[config.mk]
export PLATFORM = sky130hd
export DESIGN_NAME = ex_mem_top
export DESIGN_NICKNAME = d
export VERILOG_FILES = /design/src/hdl/ex_pkg.sv /design/src/hdl/alu.sv /design/src/hdl/mul.sv /design/src/hdl/div.sv /design/src/hdl/ex_stage.sv /design/src/hdl/mem_stage.sv /design/src/hdl/ex_mem_top.sv
export VERILOG_INCLUDE_DIRS = /design/src /design/src/hdl
export SDC_FILE = /design/constraint.sdc
export NUM_CORES = 2
export LEC_CHECK = 0
export BUFFER_PORTS_ARGS = -buffer_cell sky130_fd_sc_hd__buf_2
export CAP_MARGIN = 20
export CORE_MARGIN = 5
export CORE_UTILIZATION = 45
export DETAILED_ROUTE_END_ITERATION = 6
export PLACE_DENSITY = 0.59
export SLEW_MARGIN = 10
export SYNTH_ARGS = -nofsm -noshare
export SYNTH_HDL_FRONTEND = slang
export SYNTH_SLANG_ARGS = --single-unit
export TNS_END_PERCENT = 50
[constraint.sdc]
create_clock -name clk -period 23.1 [get_ports clk]
set_input_delay 4.62 -clock clk [delete_from_list [all_inputs] [get_ports clk]]
set_output_delay 4.62 -clock clk [all_outputs]
set_load 0.05 [all_outputs]
[src/hdl/ex_params.svh]
`ifndef EX_PARAMS_SVH
`define EX_PARAMS_SVH

// data word width
`define EX_XLEN 32

// one-hot alu op
`define EX_ALU_OP_W 12

// ex to mem bundle:
//   rf_we(1) rf_waddr(5) pc(32) result(32) mem_op(4) md_op(3) ale(1) offset(2)
`define EX_TO_MEM_WIDTH (1 + 5 + `EX_XLEN + `EX_XLEN + 4 + 3 + 1 + 2)

`endif

[src/hdl/ex_pkg.sv]
`include "ex_params.svh"

package ex_pkg;

    typedef logic [`EX_XLEN-1:0]     word_t;
    typedef logic [`EX_ALU_OP_W-1:0] alu_op_t;
    typedef logic [4:0]              reg_addr_t;
    typedef logic [3:0]              byte_en_t;
    typedef logic [2*`EX_XLEN-1:0]   dword_t;

    typedef enum logic [3:0] {
        mem_none, mem_ld_b, mem_ld_bu, mem_ld_h, mem_ld_hu,
        mem_ld_w, mem_st_b, mem_st_h, mem_st_w
    } mem_op_e;

    typedef enum logic [2:0] {
        md_none, md_mul_w, md_mulh_w, md_mulh_wu,
        md_div_w, md_mod_w, md_div_wu, md_mod_wu
    } md_op_e;

    typedef enum logic [1:0] {div_idle, div_busy, div_done} div_state_e;

endpackage

[src/hdl/alu.sv]
module alu (
    input  ex_pkg::alu_op_t alu_op,
    input  ex_pkg::word_t   alu_src1,
    input  ex_pkg::word_t   alu_src2,
    output ex_pkg::word_t   alu_result
);
    logic          op_add, op_sub, op_slt, op_sltu;
    logic          op_and, op_nor, op_or, op_xor;
    logic          op_sll, op_srl, op_sra, op_lui;

    logic [32:0]   sum;
    ex_pkg::word_t slt_res, sltu_res, sra_res;
    logic [4:0]    shamt;

    assign {op_lui, op_sra, op_srl, op_sll,
            op_xor, op_or, op_nor, op_and,
            op_sltu, op_slt, op_sub, op_add} = alu_op;

    // sub and compares share the adder
    assign sum = {1'b0, alu_src1}
               + {1'b0, (op_sub | op_slt | op_sltu) ? ~alu_src2 : alu_src2}
               + {32'd0, op_sub | op_slt | op_sltu};

    assign slt_res  = {31'd0, (alu_src1[31] & ~alu_src2[31])
                            | (~(alu_src1[31] ^ alu_src2[31]) & sum[31])};
    // no carry out means src1 < src2
    assign sltu_res = {31'd0, ~sum[32]};

    assign shamt = alu_src2[4:0];

    // kept apart so the shift stays signed
    assign sra_res = $signed(alu_src1) >>> shamt;

    assign alu_result = ({32{op_add | op_sub}} & sum[31:0])
                      | ({32{op_slt}}          & slt_res)
                      | ({32{op_sltu}}         & sltu_res)
                      | ({32{op_and}}          & (alu_src1 & alu_src2))
                      | ({32{op_nor}}          & ~(alu_src1 | alu_src2))
                      | ({32{op_or}}           & (alu_src1 | alu_src2))
                      | ({32{op_xor}}          & (alu_src1 ^ alu_src2))
                      | ({32{op_sll}}          & (alu_src1 << shamt))
                      | ({32{op_srl}}          & (alu_src1 >> shamt))
                      | ({32{op_sra}}          & sra_res)
                      | ({32{op_lui}}          & alu_src2);

endmodule

[src/hdl/mul.sv]
module mul (
    input  logic           clk,
    input  logic           en,
    input  logic           mul_signed,
    input  ex_pkg::word_t  x,
    input  ex_pkg::word_t  y,
    output ex_pkg::dword_t product
);
    logic signed [32:0] x_ext;
    logic signed [32:0] y_ext;
    logic signed [65:0] full;

    // one extra bit turns unsigned into signed
    assign x_ext = {mul_signed & x[31], x};
    assign y_ext = {mul_signed & y[31], y};
    assign full  = x_ext * y_ext;

    always_ff @(posedge clk) begin
        if (en) begin
            product <= full[63:0];
        end
    end

endmodule

[src/hdl/div.sv]
module div (
    input  logic          clk,
    input  logic          resetn,
    input  logic          start,
    input  logic          cancel,
    input  logic          div_signed,
    input  ex_pkg::word_t x,
    input  ex_pkg::word_t y,
    output ex_pkg::word_t quotient,
    output ex_pkg::word_t remainder,
    output logic          complete
);
    ex_pkg::div_state_e state;
    logic [4:0]         step_cnt;
    ex_pkg::word_t      rem_q, quo_q, dvs_q;
    logic               neg_quo, neg_rem;
    ex_pkg::word_t      abs_x, abs_y;
    logic [32:0]        shifted;
    logic [33:0]        trial;

    assign abs_x = (div_signed && x[31]) ? -x : x;
    assign abs_y = (div_signed && y[31]) ? -y : y;

    // one restoring step
    assign shifted = {rem_q, quo_q[31]};
    assign trial   = {1'b0, shifted} - {2'b00, dvs_q};

    always_ff @(posedge clk) begin
        if (!resetn) begin
            state    <= ex_pkg::div_idle;
            step_cnt <= 5'd0;
        end else if (cancel) begin
            state    <= ex_pkg::div_idle;
            step_cnt <= 5'd0;
        end else begin
            case (state)
                ex_pkg::div_idle: begin
                    if (start) begin
                        state    <= ex_pkg::div_busy;
                        step_cnt <= 5'd0;
                    end
                end
                ex_pkg::div_busy: begin
                    step_cnt <= step_cnt + 5'd1;
                    if (step_cnt == 5'd31) begin
                        state <= ex_pkg::div_done;
                    end
                end
                default: begin
                    if (!start) begin
                        state <= ex_pkg::div_idle;
                    end
                end
            endcase
        end
    end

    always_ff @(posedge clk) begin
        if (state == ex_pkg::div_idle && start) begin
            rem_q   <= '0;
            quo_q   <= abs_x;
            dvs_q   <= abs_y;
            neg_quo <= div_signed & (x[31] ^ y[31]);
            neg_rem <= div_signed & x[31];
        end else if (state == ex_pkg::div_busy) begin
            // borrow means restore
            rem_q <= trial[33] ? shifted[31:0] : trial[31:0];
            quo_q <= {quo_q[30:0], ~trial[33]};
        end
    end

    assign quotient  = neg_quo ? -quo_q : quo_q;
    assign remainder = neg_rem ? -rem_q : rem_q;
    assign complete  = (state == ex_pkg::div_done);

endmodule

[src/hdl/ex_stage.sv]
`include "ex_params.svh"

module ex_stage (
    input  logic                        clk,
    input  logic                        resetn,
    input  logic                        ex_flush,
    input  logic                        id_valid,
    output logic                        ex_allowin,
    input  ex_pkg::alu_op_t             id_alu_op,
    input  ex_pkg::word_t               id_src1,
    input  ex_pkg::word_t               id_src2,
    input  ex_pkg::word_t               id_rkd_value,
    input  ex_pkg::word_t               id_pc,
    input  logic                        id_rf_we,
    input  ex_pkg::reg_addr_t           id_rf_waddr,
    input  ex_pkg::mem_op_e             id_mem_op,
    input  ex_pkg::md_op_e              id_md_op,
    input  logic                        mem_allowin,
    output logic                        ex_to_mem_valid,
    output logic [`EX_TO_MEM_WIDTH-1:0] ex_to_mem_bus,
    output ex_pkg::dword_t              mul_product,
    output logic                        data_sram_en,
    output ex_pkg::byte_en_t            data_sram_we,
    output ex_pkg::word_t               data_sram_addr,
    output ex_pkg::word_t               data_sram_wdata
);
    logic              ex_valid;
    logic              ready_go;
    logic              handoff;

    ex_pkg::alu_op_t   alu_op_q;
    ex_pkg::word_t     src1_q, src2_q, rkd_q, pc_q;
    logic              rf_we_q;
    ex_pkg::reg_addr_t rf_waddr_q;
    ex_pkg::mem_op_e   mem_op_q;
    ex_pkg::md_op_e    md_op_q;

    ex_pkg::word_t     alu_result;
    ex_pkg::word_t     div_quo, div_rem, ex_result;
    logic              is_div, is_mod, div_signed, div_complete;
    logic              is_load, is_store, is_half, is_word, ale;
    logic [1:0]        offset;
    ex_pkg::byte_en_t  st_be;

    assign is_div = md_op_q inside {ex_pkg::md_div_w, ex_pkg::md_mod_w,
                                    ex_pkg::md_div_wu, ex_pkg::md_mod_wu};
    assign is_mod     = md_op_q inside {ex_pkg::md_mod_w, ex_pkg::md_mod_wu};
    assign div_signed = md_op_q inside {ex_pkg::md_div_w, ex_pkg::md_mod_w};

    assign ready_go        = ~is_div | div_complete;
    assign ex_allowin      = ~ex_valid | (ready_go & mem_allowin) | ex_flush;
    assign ex_to_mem_valid = ex_valid & ready_go & ~ex_flush;
    assign handoff         = ex_to_mem_valid & mem_allowin;

    always_ff @(posedge clk) begin
        if (!resetn) begin
            ex_valid <= 1'b0;
        end else if (ex_allowin) begin
            ex_valid <= id_valid;
        end
    end

    always_ff @(posedge clk) begin
        if (id_valid && ex_allowin) begin
            alu_op_q   <= id_alu_op;
            src1_q     <= id_src1;
            src2_q     <= id_src2;
            rkd_q      <= id_rkd_value;
            pc_q       <= id_pc;
            rf_we_q    <= id_rf_we;
            rf_waddr_q <= id_rf_waddr;
            mem_op_q   <= id_mem_op;
            md_op_q    <= id_md_op;
        end
    end

    alu u_alu (
        .alu_op     (alu_op_q),
        .alu_src1   (src1_q),
        .alu_src2   (src2_q),
        .alu_result (alu_result)
    );

    // product lands as the item enters mem
    mul u_mul (
        .clk        (clk),
        .en         (handoff),
        .mul_signed (md_op_q != ex_pkg::md_mulh_wu),
        .x          (src1_q),
        .y          (src2_q),
        .product    (mul_product)
    );

    // handing off a divide also clears the done state for the next one
    div u_div (
        .clk        (clk),
        .resetn     (resetn),
        .start      (ex_valid & is_div),
        .cancel     (ex_flush | (handoff & is_div)),
        .div_signed (div_signed),
        .x          (src1_q),
        .y          (src2_q),
        .quotient   (div_quo),
        .remainder  (div_rem),
        .complete   (div_complete)
    );

    assign ex_result = is_div ? (is_mod ? div_rem : div_quo) : alu_result;

    // memory access decode
    assign offset   = alu_result[1:0];
    assign is_load  = mem_op_q inside {ex_pkg::mem_ld_b, ex_pkg::mem_ld_bu, ex_pkg::mem_ld_h,
                                       ex_pkg::mem_ld_hu, ex_pkg::mem_ld_w};
    assign is_store = mem_op_q inside {ex_pkg::mem_st_b, ex_pkg::mem_st_h, ex_pkg::mem_st_w};
    assign is_half  = mem_op_q inside {ex_pkg::mem_ld_h, ex_pkg::mem_ld_hu, ex_pkg::mem_st_h};
    assign is_word  = mem_op_q inside {ex_pkg::mem_ld_w, ex_pkg::mem_st_w};
    assign ale      = (is_half & offset[0]) | (is_word & (|offset));

    always_comb begin
        case (mem_op_q)
            ex_pkg::mem_st_b: st_be = 4'b0001 << offset;
            ex_pkg::mem_st_h: st_be = offset[1] ? 4'b1100 : 4'b0011;
            ex_pkg::mem_st_w: st_be = 4'b1111;
            default:          st_be = 4'b0000;
        endcase
    end

    assign data_sram_en    = handoff & (is_load | is_store) & ~ale;
    assign data_sram_we    = {4{data_sram_en}} & st_be;
    assign data_sram_addr  = {alu_result[31:2], 2'b00};
    assign data_sram_wdata = (mem_op_q == ex_pkg::mem_st_b) ? {4{rkd_q[7:0]}}  :
                             (mem_op_q == ex_pkg::mem_st_h) ? {2{rkd_q[15:0]}} :
                                                              rkd_q;

    assign ex_to_mem_bus = {rf_we_q, rf_waddr_q, pc_q, ex_result,
                            mem_op_q, md_op_q, ale, offset};

endmodule

[src/hdl/mem_stage.sv]
`include "ex_params.svh"

module mem_stage (
    input  logic                        clk,
    input  logic                        resetn,
    input  logic                        ex_to_mem_valid,
    input  logic [`EX_TO_MEM_WIDTH-1:0] ex_to_mem_bus,
    output logic                        mem_allowin,
    input  ex_pkg::dword_t              mul_product,
    input  ex_pkg::word_t               data_sram_rdata,
    input  logic                        wb_allowin,
    output logic                        wb_valid,
    output ex_pkg::word_t               wb_pc,
    output ex_pkg::word_t               wb_rf_wdata,
    output logic                        wb_rf_we,
    output ex_pkg::reg_addr_t           wb_rf_waddr,
    output logic                        wb_ale
);
    logic                        mem_valid;
    logic                        mem_first;
    logic [`EX_TO_MEM_WIDTH-1:0] bus_q;
    ex_pkg::word_t               rdata_q, load_word, shifted, load_data, result;
    logic                        rf_we;
    logic [3:0]                  mem_op_bits;
    logic [2:0]                  md_op_bits;
    logic                        ale;
    logic [1:0]                  offset;
    ex_pkg::mem_op_e             mem_op;
    ex_pkg::md_op_e              md_op;

    assign mem_allowin = ~mem_valid | wb_allowin;

    always_ff @(posedge clk) begin
        if (!resetn) begin
            mem_valid <= 1'b0;
            mem_first <= 1'b0;
        end else begin
            if (mem_allowin) begin
                mem_valid <= ex_to_mem_valid;
            end
            mem_first <= ex_to_mem_valid & mem_allowin;
        end
    end

    always_ff @(posedge clk) begin
        if (ex_to_mem_valid && mem_allowin) begin
            bus_q <= ex_to_mem_bus;
        end
    end

    // sram data is only valid the first cycle, keep it for stalls
    always_ff @(posedge clk) begin
        if (mem_first) begin
            rdata_q <= data_sram_rdata;
        end
    end

    assign {rf_we, wb_rf_waddr, wb_pc, result, mem_op_bits, md_op_bits, ale, offset} = bus_q;
    assign mem_op = ex_pkg::mem_op_e'(mem_op_bits);
    assign md_op  = ex_pkg::md_op_e'(md_op_bits);

    assign load_word = mem_first ? data_sram_rdata : rdata_q;
    assign shifted   = load_word >> {offset, 3'b000};

    always_comb begin
        case (mem_op)
            ex_pkg::mem_ld_b:  load_data = {{24{shifted[7]}}, shifted[7:0]};
            ex_pkg::mem_ld_bu: load_data = {24'd0, shifted[7:0]};
            ex_pkg::mem_ld_h:  load_data = {{16{shifted[15]}}, shifted[15:0]};
            ex_pkg::mem_ld_hu: load_data = {16'd0, shifted[15:0]};
            ex_pkg::mem_ld_w:  load_data = load_word;
            default:           load_data = result;
        endcase
    end

    always_comb begin
        case (md_op)
            ex_pkg::md_mul_w:   wb_rf_wdata = mul_product[31:0];
            ex_pkg::md_mulh_w,
            ex_pkg::md_mulh_wu: wb_rf_wdata = mul_product[63:32];
            default:            wb_rf_wdata = load_data;
        endcase
    end

    assign wb_valid = mem_valid;
    assign wb_rf_we = rf_we & ~ale;
    assign wb_ale   = ale;

endmodule

[src/hdl/ex_mem_top.sv]
`include "ex_params.svh"

module ex_mem_top (
    input  logic              clk,
    input  logic              resetn,
    input  logic              ex_flush,
    input  logic              id_valid,
    output logic              ex_allowin,
    input  ex_pkg::alu_op_t   id_alu_op,
    input  ex_pkg::word_t     id_src1,
    input  ex_pkg::word_t     id_src2,
    input  ex_pkg::word_t     id_rkd_value,
    input  ex_pkg::word_t     id_pc,
    input  logic              id_rf_we,
    input  ex_pkg::reg_addr_t id_rf_waddr,
    input  ex_pkg::mem_op_e   id_mem_op,
    input  ex_pkg::md_op_e    id_md_op,
    output logic              data_sram_en,
    output ex_pkg::byte_en_t  data_sram_we,
    output ex_pkg::word_t     data_sram_addr,
    output ex_pkg::word_t     data_sram_wdata,
    input  ex_pkg::word_t     data_sram_rdata,
    input  logic              wb_allowin,
    output logic              wb_valid,
    output ex_pkg::word_t     wb_pc,
    output ex_pkg::word_t     wb_rf_wdata,
    output logic              wb_rf_we,
    output ex_pkg::reg_addr_t wb_rf_waddr,
    output logic              wb_ale
);
    logic                        mem_allowin;
    logic                        ex_to_mem_valid;
    logic [`EX_TO_MEM_WIDTH-1:0] ex_to_mem_bus;
    ex_pkg::dword_t              mul_product;

    ex_stage u_ex_stage (
        .clk             (clk),
        .resetn          (resetn),
        .ex_flush        (ex_flush),
        .id_valid        (id_valid),
        .ex_allowin      (ex_allowin),
        .id_alu_op       (id_alu_op),
        .id_src1         (id_src1),
        .id_src2         (id_src2),
        .id_rkd_value    (id_rkd_value),
        .id_pc           (id_pc),
        .id_rf_we        (id_rf_we),
        .id_rf_waddr     (id_rf_waddr),
        .id_mem_op       (id_mem_op),
        .id_md_op        (id_md_op),
        .mem_allowin     (mem_allowin),
        .ex_to_mem_valid (ex_to_mem_valid),
        .ex_to_mem_bus   (ex_to_mem_bus),
        .mul_product     (mul_product),
        .data_sram_en    (data_sram_en),
        .data_sram_we    (data_sram_we),
        .data_sram_addr  (data_sram_addr),
        .data_sram_wdata (data_sram_wdata)
    );

    mem_stage u_mem_stage (
        .clk             (clk),
        .resetn          (resetn),
        .ex_to_mem_valid (ex_to_mem_valid),
        .ex_to_mem_bus   (ex_to_mem_bus),
        .mem_allowin     (mem_allowin),
        .mul_product     (mul_product),
        .data_sram_rdata (data_sram_rdata),
        .wb_allowin      (wb_allowin),
        .wb_valid        (wb_valid),
        .wb_pc           (wb_pc),
        .wb_rf_wdata     (wb_rf_wdata),
        .wb_rf_we        (wb_rf_we),
        .wb_rf_waddr     (wb_rf_waddr),
        .wb_ale          (wb_ale)
    );

endmodule

==> results.txt <==
----------------------------------------------------
[Worst setup path]
  Worst EP arrival ... just under 7 ns
  Crit path launch type ... primary input
  CP cell instances ... buf_2 -> mux2_2 -> o21ai_0 -> mux2_2 -> a211oi_1 -> nand2b_1 -> a221oi_1 -> o21ai_0 -> buf_2
  Crit path max-delay cell type ... nand2b_1
  Peak per-stage delay on the critical path ... 0.39 ns
  Critical setup path kind ... in -> out
  Worst setup EP type ... output port
  Data required time of the worst path ... 18.48 ns
  Highest fanout seen on the critical path ... 8

[Synth]
  Simple-gate portion of the synthesized area ... ~12%
  Count of yosys warnings during synthesis ... 0
  Synth async-reset ratio ... 0%
  Synth Instances ... 6987
  EDFF count, synth ... about 360
  Primary flip-flop cell chosen by synthesis mapping ... edfxtp_1
  Sequential cell area fraction in the yosys report ... 18.8%
  Post-synthesis mux area share ... under 10%
  Cell variety after synth ... 96
  Combinational family with the most area after synthesis ... adder cells
  Mean instance size in the synthesized netlist ... roughly 9.4 µm²
  Synthesized cell area ... between 60000 and 70000 µm²
  Number of register bits inferred by synthesis ... 437
  Compound-gate portion of the synthesized area ... ~9.6%
  XOR/XNOR Fraction of Synth Area ... 3.58%
  Post-synthesis adder-cell area fraction ... 40.9%

[Floorplan]
  Core area ... approximately 150000 µm²
  Horiz. Die Dim ... ~400 µm
  Vert. Die Dim ... 393 µm
  Die ar. ... 154000 µm²
  Num ports ... approximately 330
  Total number of placement rows ... 140
  Starting utilization of the core area ... a little under half

[Global route]
  Wire length of the first global-routing pass ... around 380 mm
  Antenna violations before repair ... 28
  Pin count of the biggest net entering global routing ... ~150
  Leftover overflow at the end of global routing ... 0
  Global Route Usage Sum ... 34.2%
  Via count of the first global-routing pass ... 55026

[Detailed routing]
  Via count ... 53859
  DRC violation count after routing ... 28
  Number of DRC markers after the initial detailed-route iteration ... 6068
  Wire length reported by the detailed router ... around 260 mm
  Routed length per instance ... around 29 µm
  Router iterations before antenna repair ... 7
  Vias per std cell ... ~6.0
  Post-route antenna net violation count ... 0

[Status]
  Failing checks ... design-rule violations
  Result of the run ... finished with violations

[STA]
  Slew of the pin with the lowest slew margin ... 1.20 ns
  Setup violation total in the final timing report ... 0
  Final count of pins violating max slew ... 0
  RSZ-0062 raised after global routing ... no
  Maximum clock frequency ... 0.0873 GHz
  Worst-case headroom to the max-slew limit ... 20.2%
  Post-route minimum period ... 11.45 ns
  Setup slack of the critical path after layout ... ~12 ns
  Worst hold-check slack ... around 0.41 ns
  Number of hold-slack violations in the final timing report ... 0
  Setup total negative slack ... 0 ns
  Clock Skews ... around 0.09 ns
  Fin crit share ... around half

[Min path]
  Type of the tightest min-delay check ... reg -> reg

[Place]
  Final RePlAce weighted congestion ... between 1 and 1.5
  Detailed placer's ending HPWL ... about 200 mm
  Number of buffers added on ports ... roughly 330
  Post-placement setup slack ... approximately 12 ns
  Total instance count after detailed placement ... approximately 8900

[Clock tree]
  Number of resized instances in the post-cts repair step ... 0
  Count of hold buffers inserted by post-cts repair ... 0
  Number of buffers inserted during clock tree synthesis ... 53
  H-tree levels ... 2
  Root Driver ... clkbuf_16
  Clk slew on worst S/H paths ... roughly 0.060 ns
  Count of buffers added by post-CTS timing repair for setup ... 0
  Worst-case clock buffer depth ... 3
  TritonCTS clock tree ... done
  Total number of clock tree sinks ... approximately 440
  Clock Latency Late Sink ... 0.72 ns

[Cells and area]
  Share of final-layout standard cells stronger than drive strength 1 ... about a tenth
  Number of filler instances in the final layout ... 13820
  Final std cells w/o fill ... around 9000
  Final net count ... between 8000 and 9000
  Synthesis-to-layout area growth ... 7.62%

[Run]
  Max capacitance violation total ... 0

----------------------------------------------------
## layer usage
metal | GRT usage (%) | routed length (µm)
met1 | 41.9 | 95500
met2 | 54.0 | 119000
met3 | 9.84 | 29200
met4 | 20.2 | 20400
met5 | 0 | 72
## cells in the mapped netlist, drive strengths merged (16+ instances only)
master | count | area share [%]
clkinv | 18 | 0.10
a31oi | 34 | 0.32
nand3 | 67 | 0.51
buf | 172 | 1.3
xnor2 | 204 | 2.7
mux2 | 58 | 0.99
nor2b | 29 | 0.28
a21oi | 185 | 1.4
nor4 | 22 | 0.25
or3 | 19 | 0.18
inv | 1252 | 7.1
xor2 | 65 | 0.86
ha | 347 | 6.6
and3 | 36 | 0.34
mux4 | 53 | 1.8
edfxtp | 363 | 17
a22oi | 40 | 0.46
dfxtp | 74 | 2.2
nor3 | 54 | 0.42
nand2b | 21 | 0.20
fa | 1127 | 34
a221oi | 16 | 0.25
a211oi | 25 | 0.29
nor2 | 603 | 3.4
clkbuf | 290 | 1.7
nand2 | 934 | 5.3
o31ai | 40 | 0.46
o21ai | 253 | 1.9
mux2i | 127 | 1.9
o41ai | 20 | 0.31
o211ai | 42 | 0.49
a21o | 61 | 0.70
a222oi | 37 | 0.56
o21a | 39 | 0.44
and2 | 18 | 0.17
nand4 | 27 | 0.26
o22ai | 21 | 0.20
## critical path: cells and delay by family
kind	cells	cell delay [ns]
buffers and inverters	2	0.44
AND/OR/NAND/NOR	1	0.39
AO/OA/AOI/OAI	4	0.84
multiplexers	2	0.54
## final cells by class
cell class                 instances  area [µm²]  area share, %
clock buffer                      68        1420           2.01
timing repair buffer             482        2820           3.98
tap                             1917        2400           3.38
multi-input combinational       4819       46800           66.0
antenna                           12        30.0         0.0424
sequential                       437       12400           17.5
inverter                        1270        4770           6.73
clock inverter                    31         255          0.360
## metrics by stage
stage	cell area (µm²)	utilization, %
2_1_floorplan	65900	-
3_3_place_gp	69200	47.5
3_5_place_dp	69200	47.5
4_1_cts	70800	48.7
5_1_grt	70800	48.7
6_report	70900	48.7
## placed cells by master, fill, tap and decap left out, types with 41 or more instances in the layout
cell type and instances:
o21ai_0 249, fa_1 1127, nor3_1 52, ha_1 347, nand2_1 934, xor2_1 65
a21oi_1 183, a21o_1 61, inv_1 1246, xnor2_1 204, buf_2 329, mux2_2 58
clkbuf_16 54, buf_4 151, mux4_2 53, nand3_1 66, o211ai_1 41, mux2i_1 126
dfxtp_1 74, edfxtp_1 363, nor2_1 602
## kinds of logic after synthesis
kind of cell,Yosys count
fa+ha+maj,1474
compound gates,939
other cells,1
buf+inv,1732
flops,437
xor+xnor,269
simple gates,1897
mux,238
## worst paths after layout
| kind | start | end | slack, ns | cells after the start |
|---|---|---|---|---|
| setup / recovery | data_sram_rdata[15] | wb_rf_wdata[10] | 11.65 | 9 |
| hold / removal | u_ex_stage.pc_q[16]$_DFFE_PP_ | u_mem_stage.bus_q[58]$_DFFE_PP_ | 0.41 | 0 |
| setup reg to reg | u_ex_stage.src2_q[1]$_DFFE_PP_ | u_ex_stage.u_mul.product[37]$_DFFE_PP_ | 12.69 | 24 |
| hold reg to reg | u_ex_stage.pc_q[16]$_DFFE_PP_ | u_mem_stage.bus_q[58]$_DFFE_PP_ | 0.41 | 0 |
## registers in the layout, summed over array words and instances, names as in the netlist, 4 cells and up
| register | flops |
|---|---|
| u_ex_stage.rf_waddr_q | 5 |
| u_ex_stage.rkd_q | 32 |
| u_mem_stage.bus_q | 80 |
| u_ex_stage.alu_op_q | 12 |
| u_ex_stage.pc_q | 32 |
| u_ex_stage.u_div.step_cnt | 5 |
| u_ex_stage.u_div.dvs_q | 32 |
| u_ex_stage.u_div.rem_q | 32 |
| u_ex_stage.u_mul.product | 64 |
| u_mem_stage.rdata_q | 32 |
| u_ex_stage.mem_op_q | 4 |
| u_ex_stage.src2_q | 32 |
| u_ex_stage.u_div.quo_q | 32 |
| u_ex_stage.src1_q | 32 |
Power is not shown: default switching activity piles up to over one toggle a cycle in this logic, so the estimate is an artifact.
